[config.mk]
export PLATFORM = sky130hd
export DESIGN_NAME = coherence_top
export DESIGN_NICKNAME = d
export VERILOG_FILES = /design/src/source/coherence_pkg.sv /design/src/source/core_arbiter.sv /design/src/source/coherence_ctrl.sv /design/src/source/l2_bank.sv /design/src/source/coherence_top.sv
export SDC_FILE = /design/constraint.sdc
export NUM_CORES = 2
export LEC_CHECK = 0
export BUFFER_PORTS_ARGS = -buffer_cell sky130_fd_sc_hd__buf_2
export CORE_AREA = 2 2 519 521
export CTS_CLUSTER_DIAMETER = 60
export DETAILED_ROUTE_END_ITERATION = 12
export DIE_AREA = 0 0 521 523
export PLACE_DENSITY_LB_ADDON = 0.08
export SYNTH_ARGS = -nofsm -noshare
export SYNTH_HDL_FRONTEND = slang
export SYNTH_SLANG_ARGS = --single-unit
[constraint.sdc]
create_clock -name CLK -period 7.2 [get_ports CLK]
set_input_delay 0.72 -clock CLK [delete_from_list [all_inputs] [get_ports CLK]]
set_output_delay 0.72 -clock CLK [all_outputs]
set_load 0.01 [all_outputs]
[src/source/coherence_pkg.sv]
// Shared types for the two-core MESI coherence controller.
// Holds the data and address words, the request opcodes, the controller
// and L2 state encodings, and the structs passed between the arbiter,
// the controller and the L2 bank. Modules import it inside their bodies.
package coherence_pkg;

    localparam int NUM_CORES = 2;             // dual core only.

    typedef logic [31:0] word_t;              // one data word.
    typedef logic [31:0] addr_t;              // byte address of a word.

    typedef enum logic [1:0] {
        CC_READ  = 2'b00,                     // read miss.
        CC_WRITE = 2'b01,                     // write miss, other copy invalidated.
        CC_WB    = 2'b10,                     // write-back of a dirty block.
        CC_INV   = 2'b11                      // upgrade, invalidate only.
    } cc_op_t;

    typedef enum logic [4:0] {
        IDLE, SNP1, SNP2,
        LOAD1, LOAD2,
        FWDWB1, FWDWB2, FWDWB3,
        FWDEX1, FWDEX2, FWDEX3,
        LOADEX1, LOADEX2, LOADEX3,
        WB1, WB2,
        INV
    } cc_state_t;

    typedef enum logic [1:0] {
        L2_FREE,                              // no request pending.
        L2_BUSY,                              // counting latency.
        L2_ACCESS                             // word moves this cycle.
    } l2_state_t;

    typedef struct packed {
        logic   valid;                        // a core holds the grant.
        logic   core;                         // granted core index.
        cc_op_t op;                           // decoded request.
    } cc_grant_t;

    typedef struct packed {
        logic  ren;                           // read one word.
        logic  wen;                           // write one word.
        addr_t addr;
        word_t store;
    } l2_req_t;

endpackage

[src/source/core_arbiter.sv]
// Round-robin arbiter between the two cores' transfer requests.
// Registers a grant one cycle after a request while idle, decodes the
// chosen core's request bits into an opcode and holds the grant until
// the controller pulses done. Core 0 wins the first tie after reset.
module core_arbiter (
    input  logic                                 CLK,
    input  logic                                 nRST,
    input  logic [coherence_pkg::NUM_CORES-1:0]  cctrans,
    input  logic [coherence_pkg::NUM_CORES-1:0]  dREN,
    input  logic [coherence_pkg::NUM_CORES-1:0]  dWEN,
    input  logic [coherence_pkg::NUM_CORES-1:0]  ccwrite,
    input  logic                                 done,
    output coherence_pkg::cc_grant_t             grant
);
    import coherence_pkg::*;

    logic      ptr;                           // core preferred on a tie.
    logic      pick;                          // core chosen this cycle.
    cc_grant_t grant_next;

    // request bits of one core to opcode.
    function automatic cc_op_t decode_op(input logic c);
        if (dWEN[c])
            return CC_WB;
        else if (dREN[c] && ccwrite[c])
            return CC_WRITE;
        else if (dREN[c])
            return CC_READ;
        return CC_INV;                        // transfer with no data.
    endfunction

    always_comb begin
        pick       = cctrans[ptr] ? ptr : ~ptr;
        grant_next = grant;
        if (done) begin
            grant_next.valid = 1'b0;          // release, one idle cycle.
        end else if (!grant.valid && |cctrans) begin
            grant_next.valid = 1'b1;
            grant_next.core  = pick;
            grant_next.op    = decode_op(pick);
        end
    end

    always_ff @(posedge CLK, negedge nRST) begin
        if (!nRST) begin
            ptr   <= 1'b0;
            grant <= '0;
        end else begin
            grant <= grant_next;
            if (!grant.valid && grant_next.valid)
                ptr <= ~pick;                 // other core first next time.
        end
    end

endmodule

[src/source/coherence_ctrl.sv]
// MESI coherence state machine for two cores sharing one L2.
// Serves the granted request one block at a time, one word per step:
// snoops the other core, loads from L2 or forwards a dirty copy,
// writes blocks back and invalidates the other copy on writes.
// Pulses done in the last cycle of each transaction.
module coherence_ctrl #(
    parameter int BLOCK_SIZE = 2              // words per block.
) (
    input  logic                                 CLK,
    input  logic                                 nRST,
    input  coherence_pkg::cc_grant_t             grant,
    output logic                                 done,
    input  logic [coherence_pkg::NUM_CORES-1:0]  cctrans,
    input  logic [coherence_pkg::NUM_CORES-1:0]  ccwrite,
    input  logic [coherence_pkg::NUM_CORES-1:0]  cchit,
    input  logic [coherence_pkg::NUM_CORES-1:0]  ccdirty,
    input  coherence_pkg::addr_t                 daddr [coherence_pkg::NUM_CORES],
    input  coherence_pkg::word_t                 dstore [coherence_pkg::NUM_CORES],
    output logic [coherence_pkg::NUM_CORES-1:0]  dwait,
    output coherence_pkg::word_t                 dload [coherence_pkg::NUM_CORES],
    output logic [coherence_pkg::NUM_CORES-1:0]  ccwait,
    output logic [coherence_pkg::NUM_CORES-1:0]  ccinv,
    output logic [coherence_pkg::NUM_CORES-1:0]  ccexclusive,
    output coherence_pkg::addr_t                 ccsnpaddr [coherence_pkg::NUM_CORES],
    output coherence_pkg::l2_req_t               l2_req,
    input  coherence_pkg::l2_state_t             l2state,
    input  coherence_pkg::word_t                 l2load
);
    import coherence_pkg::*;

    localparam int CNT_W = $clog2(BLOCK_SIZE) + 1;

    cc_state_t        s, ns;
    logic [CNT_W-1:0] word_cnt, cnt_next;
    logic             req, oth;               // requester and snooped core.
    logic             last_word;
    logic             l2_done;
    logic             snp_hit;                // other core hit in snoop.

    assign req       = grant.core;
    assign oth       = ~grant.core;
    assign last_word = (word_cnt == CNT_W'(BLOCK_SIZE - 1));
    assign l2_done   = (l2state == L2_ACCESS);
    assign done      = (s != IDLE) && (ns == IDLE);

    // each core sees the other core's address while snooped.
    always_comb begin
        for (int i = 0; i < NUM_CORES; i++)
            ccsnpaddr[i] = daddr[NUM_CORES-1-i];
    end

    always_ff @(posedge CLK, negedge nRST) begin
        if (!nRST) begin
            s        <= IDLE;
            word_cnt <= '0;
            snp_hit  <= 1'b0;
        end else begin
            s        <= ns;
            word_cnt <= cnt_next;
            if (s == SNP2)
                snp_hit <= cchit[oth];        // kept for the E/S choice.
        end
    end

    always_comb begin
        ns          = s;
        cnt_next    = word_cnt;
        dwait       = '1;
        ccwait      = '0;
        ccinv       = '0;
        ccexclusive = '0;
        l2_req      = '0;
        for (int i = 0; i < NUM_CORES; i++)
            dload[i] = '0;
        case (s)
            IDLE: begin
                cnt_next = '0;
                if (grant.valid) begin
                    case (grant.op)
                        CC_WB:   ns = WB1;
                        CC_INV:  ns = INV;
                        default: ns = SNP1;   // read or write miss.
                    endcase
                end
            end
            SNP1: begin
                ccwait[oth] = 1'b1;           // give the snooped core a cycle.
                ns = SNP2;
            end
            SNP2: begin
                ccwait[oth] = 1'b1;
                if (!cctrans[req])
                    ns = IDLE;                // request withdrawn.
                else if (ccwrite[req] || grant.op == CC_WRITE)
                    ns = (cchit[oth] && ccdirty[oth]) ? FWDEX1 : LOADEX1;
                else
                    ns = (cchit[oth] && ccdirty[oth]) ? FWDWB1 : LOAD1;
            end
            // read, filled from L2, E if no sharer.
            LOAD1: begin
                l2_req.ren        = 1'b1;
                l2_req.addr       = daddr[req];
                dload[req]        = l2load;
                dwait[req]        = ~l2_done;
                ccexclusive[req]  = ~snp_hit;
                if (l2_done)
                    ns = LOAD2;
            end
            LOAD2: begin
                ccexclusive[req] = ~snp_hit;
                ns       = last_word ? IDLE : LOAD1;
                cnt_next = last_word ? '0 : word_cnt + 1'b1;
            end
            // read of a dirty copy, forwarded and written to L2.
            FWDWB1: begin
                ccwait[oth] = 1'b1;
                dload[req]  = dstore[oth];
                dwait[req]  = 1'b0;
                ns = FWDWB2;
            end
            FWDWB2: begin
                ccwait[oth]  = 1'b1;
                l2_req.wen   = 1'b1;
                l2_req.addr  = daddr[oth];
                l2_req.store = dstore[oth];
                dwait[oth]   = ~l2_done;      // snooped core steps its word.
                if (l2_done)
                    ns = FWDWB3;
            end
            FWDWB3: begin
                ccwait[oth] = 1'b1;
                ns       = last_word ? IDLE : FWDWB1;
                cnt_next = last_word ? '0 : word_cnt + 1'b1;
            end
            // write miss with a dirty sharer, L2 left stale.
            FWDEX1: begin
                ccwait[oth] = 1'b1;
                dload[req]  = dstore[oth];
                dwait[req]  = 1'b0;
                ns = FWDEX2;
            end
            FWDEX2: begin
                ccwait[oth] = 1'b1;
                ns       = last_word ? FWDEX3 : FWDEX1;
                cnt_next = last_word ? '0 : word_cnt + 1'b1;
            end
            FWDEX3: begin
                ccwait[oth] = 1'b1;
                ccinv[oth]  = 1'b1;
                ns = IDLE;
            end
            // write miss, filled from L2 into M.
            LOADEX1: begin
                ccwait[oth]      = 1'b1;
                l2_req.ren       = 1'b1;
                l2_req.addr      = daddr[req];
                dload[req]       = l2load;
                dwait[req]       = ~l2_done;
                ccexclusive[req] = 1'b1;
                if (l2_done)
                    ns = LOADEX2;
            end
            LOADEX2: begin
                ccwait[oth]      = 1'b1;
                ccexclusive[req] = 1'b1;
                ns       = last_word ? LOADEX3 : LOADEX1;
                cnt_next = last_word ? '0 : word_cnt + 1'b1;
            end
            LOADEX3: begin
                ccwait[oth] = 1'b1;
                ccinv[oth]  = 1'b1;
                ns = IDLE;
            end
            // write-back, one word per L2 access.
            WB1: begin
                l2_req.wen   = 1'b1;
                l2_req.addr  = daddr[req];
                l2_req.store = dstore[req];
                dwait[req]   = ~l2_done;
                if (l2_done)
                    ns = WB2;
            end
            WB2: begin
                ns       = last_word ? IDLE : WB1;
                cnt_next = last_word ? '0 : word_cnt + 1'b1;
            end
            INV: begin
                ccwait[oth] = 1'b1;
                ccinv[oth]  = 1'b1;           // upgrade, no data moves.
                ns = IDLE;
            end
            default: ns = IDLE;
        endcase
    end

endmodule

[src/source/l2_bank.sv]
// Small word array standing in for the shared L2.
// Each read or write request waits L2_LATENCY busy cycles, then one
// word moves in the L2_ACCESS cycle. The requester must hold the
// request until then and drop it to let the bank return to free.
module l2_bank #(
    parameter int BLOCK_SIZE = 2,             // words per block.
    parameter int L2_LATENCY = 2,             // busy cycles per access.
    parameter int L2_WORDS   = 64             // array size in words.
) (
    input  logic                      CLK,
    input  logic                      nRST,
    input  coherence_pkg::l2_req_t    l2_req,
    output coherence_pkg::l2_state_t  l2state,
    output coherence_pkg::word_t      l2load
);
    import coherence_pkg::*;

    localparam int NUM_BLOCKS = L2_WORDS / BLOCK_SIZE;
    localparam int IDX_W      = $clog2(L2_WORDS);
    localparam int LAT_W      = $clog2(L2_LATENCY + 1) + 1;

    word_t            mem [L2_WORDS];
    l2_state_t        next_state;
    logic [LAT_W-1:0] lat_cnt;
    logic [IDX_W-1:0] idx;
    logic [31:0]      word_addr;
    logic             active;

    assign active    = l2_req.ren || l2_req.wen;
    assign word_addr = l2_req.addr >> 2;      // byte to word address.
    // wrap by whole blocks so a block never straddles the array end.
    assign idx = IDX_W'(((word_addr / BLOCK_SIZE) % NUM_BLOCKS) * BLOCK_SIZE
                        + (word_addr % BLOCK_SIZE));
    assign l2load = mem[idx];

    always_comb begin
        next_state = l2state;
        case (l2state)
            L2_FREE:   if (active) next_state = L2_BUSY;
            L2_BUSY: begin
                if (!active)
                    next_state = L2_FREE;     // request dropped early.
                else if (int'(lat_cnt) + 1 >= L2_LATENCY)
                    next_state = L2_ACCESS;
            end
            L2_ACCESS: next_state = active ? L2_BUSY : L2_FREE;
            default:   next_state = L2_FREE;
        endcase
    end

    always_ff @(posedge CLK, negedge nRST) begin
        if (!nRST) begin
            l2state <= L2_FREE;
            lat_cnt <= '0;
            for (int i = 0; i < L2_WORDS; i++)
                mem[i] <= '0;                 // bank starts cleared.
        end else begin
            l2state <= next_state;
            lat_cnt <= (l2state == L2_BUSY) ? lat_cnt + 1'b1 : '0;
            if (l2state == L2_ACCESS && l2_req.wen)
                mem[idx] <= l2_req.store;
        end
    end

endmodule

[src/source/coherence_top.sv]
// Top level of the two-core coherence subsystem.
// Connects the core arbiter, the MESI controller and the L2 bank and
// exposes one cache-side port group per core, indexed 0 and 1.
module coherence_top #(
    parameter int BLOCK_SIZE = 2,
    parameter int L2_LATENCY = 2
) (
    input  logic                                 CLK,
    input  logic                                 nRST,
    input  logic [coherence_pkg::NUM_CORES-1:0]  cctrans,
    input  logic [coherence_pkg::NUM_CORES-1:0]  dREN,
    input  logic [coherence_pkg::NUM_CORES-1:0]  dWEN,
    input  logic [coherence_pkg::NUM_CORES-1:0]  ccwrite,
    input  coherence_pkg::addr_t                 daddr [coherence_pkg::NUM_CORES],
    input  coherence_pkg::word_t                 dstore [coherence_pkg::NUM_CORES],
    input  logic [coherence_pkg::NUM_CORES-1:0]  cchit,
    input  logic [coherence_pkg::NUM_CORES-1:0]  ccdirty,
    output logic [coherence_pkg::NUM_CORES-1:0]  dwait,
    output coherence_pkg::word_t                 dload [coherence_pkg::NUM_CORES],
    output logic [coherence_pkg::NUM_CORES-1:0]  ccwait,
    output logic [coherence_pkg::NUM_CORES-1:0]  ccinv,
    output logic [coherence_pkg::NUM_CORES-1:0]  ccexclusive,
    output coherence_pkg::addr_t                 ccsnpaddr [coherence_pkg::NUM_CORES]
);
    import coherence_pkg::*;

    cc_grant_t grant;                         // arbiter to controller.
    logic      done;                          // controller back to arbiter.
    l2_req_t   l2_req;
    l2_state_t l2state;
    word_t     l2load;

    core_arbiter u_arbiter (
        .CLK, .nRST, .cctrans, .dREN, .dWEN, .ccwrite, .done, .grant
    );

    coherence_ctrl #(.BLOCK_SIZE(BLOCK_SIZE)) u_ctrl (
        .CLK, .nRST, .grant, .done,
        .cctrans, .ccwrite, .cchit, .ccdirty, .daddr, .dstore,
        .dwait, .dload, .ccwait, .ccinv, .ccexclusive, .ccsnpaddr,
        .l2_req, .l2state, .l2load
    );

    l2_bank #(
        .BLOCK_SIZE(BLOCK_SIZE),
        .L2_LATENCY(L2_LATENCY)
    ) u_l2 (
        .CLK, .nRST, .l2_req, .l2state, .l2load
    );

endmodule

After elaboration in Yosys (flattened, before gate mapping)
Cells that the tools add are included.
{ "classes": {"add_sub_neg": 4, "reduce_logical": 30, "div_mod_pow": 0, "bitwise": 16, "shift": 0, "eq_ne": 24, "n_mul": 0, "mux": 85, "order_cmp": 12} }
{ "ops": {"columns": ["operator", "count"], "rows": [
  ["bitwise mux 2048 bit", 1],
  ["two-way mux 32 bit", 10],
  ["binary-select mux 32 bit (select 6 bit)", 1],
  ["demux 32 bit (select 6 bit)", 1],
  ["bitwise AND 64 bit", 2],
  ["case mux 64 bit (2 select lines)", 1],
  ["case mux 5 bit (14 select lines)", 1],
  ["case mux 32 bit (2 select lines)", 1],
  ["two-way mux 8 bit", 6],
  ["equality test 5 x 4 -> 1 bit (second input constant)", 8],
  ["two-way mux 5 bit", 7],
  ["demux 32 bit (select 1 bit)", 1],
  ["greater-or-equal comparator 32 x 3 -> 1 bit (second input constant)", 1],
  ["two-way mux 1 bit", 28],
  ["two-way mux 2 bit", 13],
  ["equality test 5 x 3 -> 1 bit (second input constant)", 4],
  ["case mux 8 bit (2 select lines)", 1],
  ["two-way mux 3 bit", 4],
  ["case mux 2 bit (3 select lines)", 2],
  ["OR reduction 12 bit", 1],
  ["OR reduction 2 bit", 6],
  ["equality test 5 x 2 -> 1 bit (second input constant)", 2],
  ["logical AND 1 bit", 10],
  ["zero test 5 bit", 2],
  ["other kinds (34)", 57]
]} }
{ "word_totals": {"latch_bits": 0, "wordCells": 244, "ram_bits": 0, "memories": 0, "inputBits": 142, "out_inout_bits": 136, "mem_bits_ro": 0, "reg_bits": 2066} }

Depth between registers and ports, before layout
{ "logic_depth": {"ltp_word": 15, "mapped_depth": 16, "ltp_nobuf": 9} }

Cells and area by module
From an unflattened synthesis, not the netlist that was laid out.
{ "hier_totals": {"cells_unflattened": 7444, "area_unflattened_um2": 96440.0} }
{ "modules_own_cells": {"columns": ["module", "n_inst", "cells_each", "seq_area_each_um2", "area_per_inst_um2"], "rows": [
  ["l2_bank", 1, 6823, 51374.3, 92142.1],
  ["coherence_ctrl", 1, 592, 200.2, 4015.1],
  ["core_arbiter", 1, 29, 125.1, 282.8]
]} }

Worst setup path after synthesis
OpenSTA, ideal clock, no wires.
{ "synth_path": {"kind": "reg-to-output", "startpoint": "register, netlist name u_arbiter.grant[2]", "endpoint": "output port dload[55] in the netlist's numbering", "path_stages_with_launch": 15, "slack_ns": 3.580, "arrival_ns": 2.900, "n_path_buf": 5, "required_ns": 6.480, "cell_sequence": "dfrtp_1 > buf_2 > and4b_4 > o311a_1 > o211a_1 > or2_1 > buf_6 > buf_6 > buf_6 > buf_6 > nand3_2 > a31oi_1 > nor4_1 > nand2_1 > o31ai_1"} }
{ "synth_rtl": {"columns": ["element", "line_no", "rtl"], "rows": [
  ["end, declared", "coherence_top.sv:19", "output coherence_pkg::word_t dload [coherence_pkg::NUM_CORES],"]
]} }

==> metrics.md <==
| Metric | Value |
|---|---|
| GRT Total Usage | `0.2613` |
| TritonCTS buffer count | `243` |
| Most used DFF post-synth | `dfrtp_1` |
| CTS Buffer Depth | `4` |
| Antenna Nets Post-Route | `0` |
| First-pass GRT wire length | `~530000 um` |
| Die Height | `approximately 520 um` |
| CTS root buf | `clkbuf_16` |
| Setup WS post-layout | `between 0.2 and 0.25 ns` |
| Critical path capture point type | `output port` |
| CTS tree | `done` |
| Routed vias | `76510` |
| Worst path required time | `roughly 6.5 ns` |
| GPL Wtd Cong | `around 0.86` |
| Outcome | `completed` |
| FF-to-FF End | `u_l2.mem[513]` |
| Cell area after layout | `105400 um^2` |
| Register area share after synthesis | `0.5566` |
| Fin crit share | `0.9656` |
| Critical path class | `register to output port` |
| Initial antenna violation count | `9` |
| Detailed-route DRC error count | `0` |
| Hold Path Stages | `3` |
| Slew margin rel. | `0.1421` |
| Placed cell count | `13710` |
| Leak | `about 43 nW` |
| Die area | `between 200000 and 300000 um^2` |
| Total Nets Final | `10540` |
| Mapped Cells | `around 11000` |
| Clock skew | `roughly 0.029 ns` |
| Fmax | `around 140 MHz` |
| Area contributors post-synth | `dfrtp_1, nand2_1, o21ai_0` |
| Clock Sinks | `2066` |
| R2r worst-path depth | `10` |
| Largest net degree at the start of global routing | `176` |
| Synth area leader | `dfrtp_1` |
| Layout overhead on the synthesized area | `13.47%` |
| Synth unique cells | `73` |
| Worst vdd ir | `around 200 uV` |
| Setup WS pre-CTS | `between 1 and 1.5 ns` |
| Hold Path Class | `input pin to register` |
| Clock slew at reported path FFs | `0.05 ns` |
| Routed WL per cell | `about 25 um` |
| Max cap viols | `0` |
| Core area | `between 200000 and 300000 um^2` |
| Initial DRC count | `between 6000 and 7000` |
| RSZ-0062 raised after global routing | `false` |
| Worst hold path endpoint | `u_arbiter.grant[3]` |
| Hold_sp | `cctrans[0]` |
| Detail-routed via count per cell | `5.404` |
| Syn. warnings | `0` |
| Final setup fails | `0` |
| Starting density of the core | `0.3479` |
| Final Non-Filler Cells | `roughly 14000` |
| IO Count | `roughly 280` |
| DR pass1 iterations | `7` |
| Share of the synthesized area in the top cell type | `0.5566` |
| Placed cell area | `about 97000 um^2` |
| Critical path peak fanout | `76` |
| Ratio of cells with drive above 1 in the final layout | `0.09934` |
| Synthesis-stage register bit count | `2066` |
| Syn_area_per_cell | `just under 9 um^2` |
| Flop2flop setup slack | `about 1.5 ns` |
| Buffers added on ports | `about 170` |
| Mapped Nets | `about 11000` |
| Post-DP HPWL | `between 200000 and 250000 um` |
| Worst-Margin Slew | `~1.3 ns` |
| Synth Cell Area | `92890 um^2` |
| Synth async-reset ratio | `1.000` |
| Clock latency on the worst-skew pair | `between 0.9 and 1 ns` |
| Number of flops mapped to enable cells by yosys | `0` |
| Max-slew violation count | `0` |
| Fillers | `~27000` |
| PD cells | `300.0 nW/um^2` |
| WP data arrival | `a little over 6 ns` |
| Reg2reg start | `u_ctrl.s[4]` |
| Setup TNS | `0 ns` |
| Final Hold Fails | `0` |
| Startpoint Class | `register` |
| CTS H-tree lvls | `4` |
| Vias in the first global route | `75030` |
| Congestion Overflow GR | `0` |
| Row count | `between 150 and 200` |
| Die W | `between 500 and 600 um` |
| Clock period minus worst slack | `between 6 and 7 ns` |
| WL final | `about 360000 um` |
| Post-CTS setup buffer count | `0` |
## state kept, by name, indices dropped and copies added (netlist names)
register         cells
u_l2.mem          2048
u_ctrl.s             5
u_arbiter.grant      4
u_l2.lat_cnt         3
u_ctrl.word_cnt      2
u_l2.l2state         2
u_arbiter.ptr        1
u_ctrl.snp_hit       1
## routing by layer
metal	vias up	track usage	part of all wire
met5	-	0	0
met4	0	0.08329	0.032
met3	481	0.03070	0.047
met2	1946	0.4198	0.46
met1	38570	0.3680	0.46
li1	35520	-	-
## critical path, stage by stage (launching register included)
cell and delay [ns]:
dfrtp_1 0.58, nor2b_1 0.68, o311ai_2 0.34, nand2_8 0.64
buf_12 0.48, buf_12 0.32, mux2i_1 0.12, a32oi_1 0.20
a31oi_1 0.24, a2111oi_1 0.87, buf_4 0.24, a32o_1 0.23
and2_1 0.14, buf_2 0.13
## final cells by class
type | count | area (um^2) | area share
flip-flops and latches | 2066 | 51700 | 0.4905
multi-input cells | 7563 | 36900 | 0.3501
clock buffers | 368 | 7187 | 0.06819
well taps | 3552 | 4444 | 0.04217
repair buffers | 515 | 4177 | 0.03963
clock inverters | 68 | 918.4 | 0.008714
inverters | 10 | 37.54 | 0.0003561
diodes | 15 | 37.54 | 0.0003561
## synth_stat cells (10+ instances only)
| library cell | number |
|---|---|
| o31ai_1 | 17 |
| a21o_1 | 33 |
| nor2b_1 | 12 |
| a2111oi_0 | 19 |
| nor3_1 | 20 |
| o21ai_0 | 2062 |
| or3_1 | 14 |
| nand2b_1 | 10 |
| a32o_1 | 34 |
| mux2_2 | 23 |
| o22ai_1 | 22 |
| nand3_1 | 437 |
| buf_6 | 20 |
| nor4_1 | 34 |
| nand2_1 | 3790 |
| and2_1 | 48 |
| nand4_1 | 85 |
| clkbuf_1 | 736 |
| buf_1 | 45 |
| a311oi_1 | 27 |
| buf_2 | 182 |
| a32oi_1 | 226 |
| a21oi_1 | 88 |
| dfrtp_1 | 2066 |
| mux2i_1 | 219 |
| buf_4 | 86 |
| a31oi_1 | 192 |
| nor2_1 | 73 |
| inv_1 | 10 |
## cells in the final DEF, fill, tap and decap left out, types with 5 or more instances in the layout
cell type  instances
nor2_1            71
nor3_1            19
o21ai_0         2061
o22ai_1           19
a32o_1            34
nand3_1          437
nand4_1           85
mux2i_1          219
clkbuf_8          53
clkinv_2          38
a21oi_1           86
nand2b_1          10
nand2_2           65
buf_12            59
a21o_4            10
nand3_2            8
inv_1             10
bufinv_16         21
nor3b_1            5
a32oi_1          225
or3_1             12
a31oi_1          192
buf_4            283
o31ai_1           16
mux2_2            23
a2111oi_0         14
clkbuf_1          67
dfrtp_1         2065
a311oi_1          27
a21o_2            21
nor4_1            33
a2111oi_1          5
and2_1            46
buf_2            172
nor2b_1           12
nand2_1         3724
clkbuf_16        248
diode_2           15
## worst max path at each step
stage,cells past startpoint,to,slack (ns),start
global route,13,dload[3],0.004,u_ctrl.s[1]
floorplan,14,dload[55],3.58,u_arbiter.grant[2]
global placement,12,dload[1],1.28,u_ctrl.s[1]
CTS,13,dload[33],0.24,u_ctrl.s[2]
detailed placement,13,dload[33],1.21,u_ctrl.s[2]
finish,13,dload[35],0.25,u_ctrl.s[4]
## timing repair
item                                    4_1_cts  5_1_grt
gates resized for setup                       0        1
endpoints found under the hold margin       101        0
hold buffers                                  1        0
endpoints found under the setup margin        0        2
## report_power, final
group | switching, mW | leakage [nW] | internal [mW]
clock network | 5.08 | 4.01 | 7.58
registers | 0.145 | 28.8 | 11.8
logic | 5.16 | 10.4 | 1.87
total | 10.4 | 43.2 | 21.2
## stage by stage
step | utilization | power, mW | hold WS (ns)
6_report | 0.3948 | 31.62 | 0.1191
5_1_grt | 0.3947 | 32.76 | 0.1336
4_1_cts | 0.3946 | 31.88 | 0.06208
3_5_place_dp | 0.3642 | 19.17 | 0.4693
3_3_place_gp | 0.3642 | 19.14 | 0.4540
2_1_floorplan | - | 15.64 | 0.4244
## cell families after synthesis
kind of cell / Yosys count / synth area share
compound gates: 2764 / 0.1679
xor+xnor: 3 / 0.0002829
fa+ha+maj: 2 / 0.0002694
buf+inv: 1079 / 0.05114
flops: 2066 / 0.5566
mux: 242 / 0.02639
simple gates: 4552 / 0.1974
(Power assumes the default switching activity.)
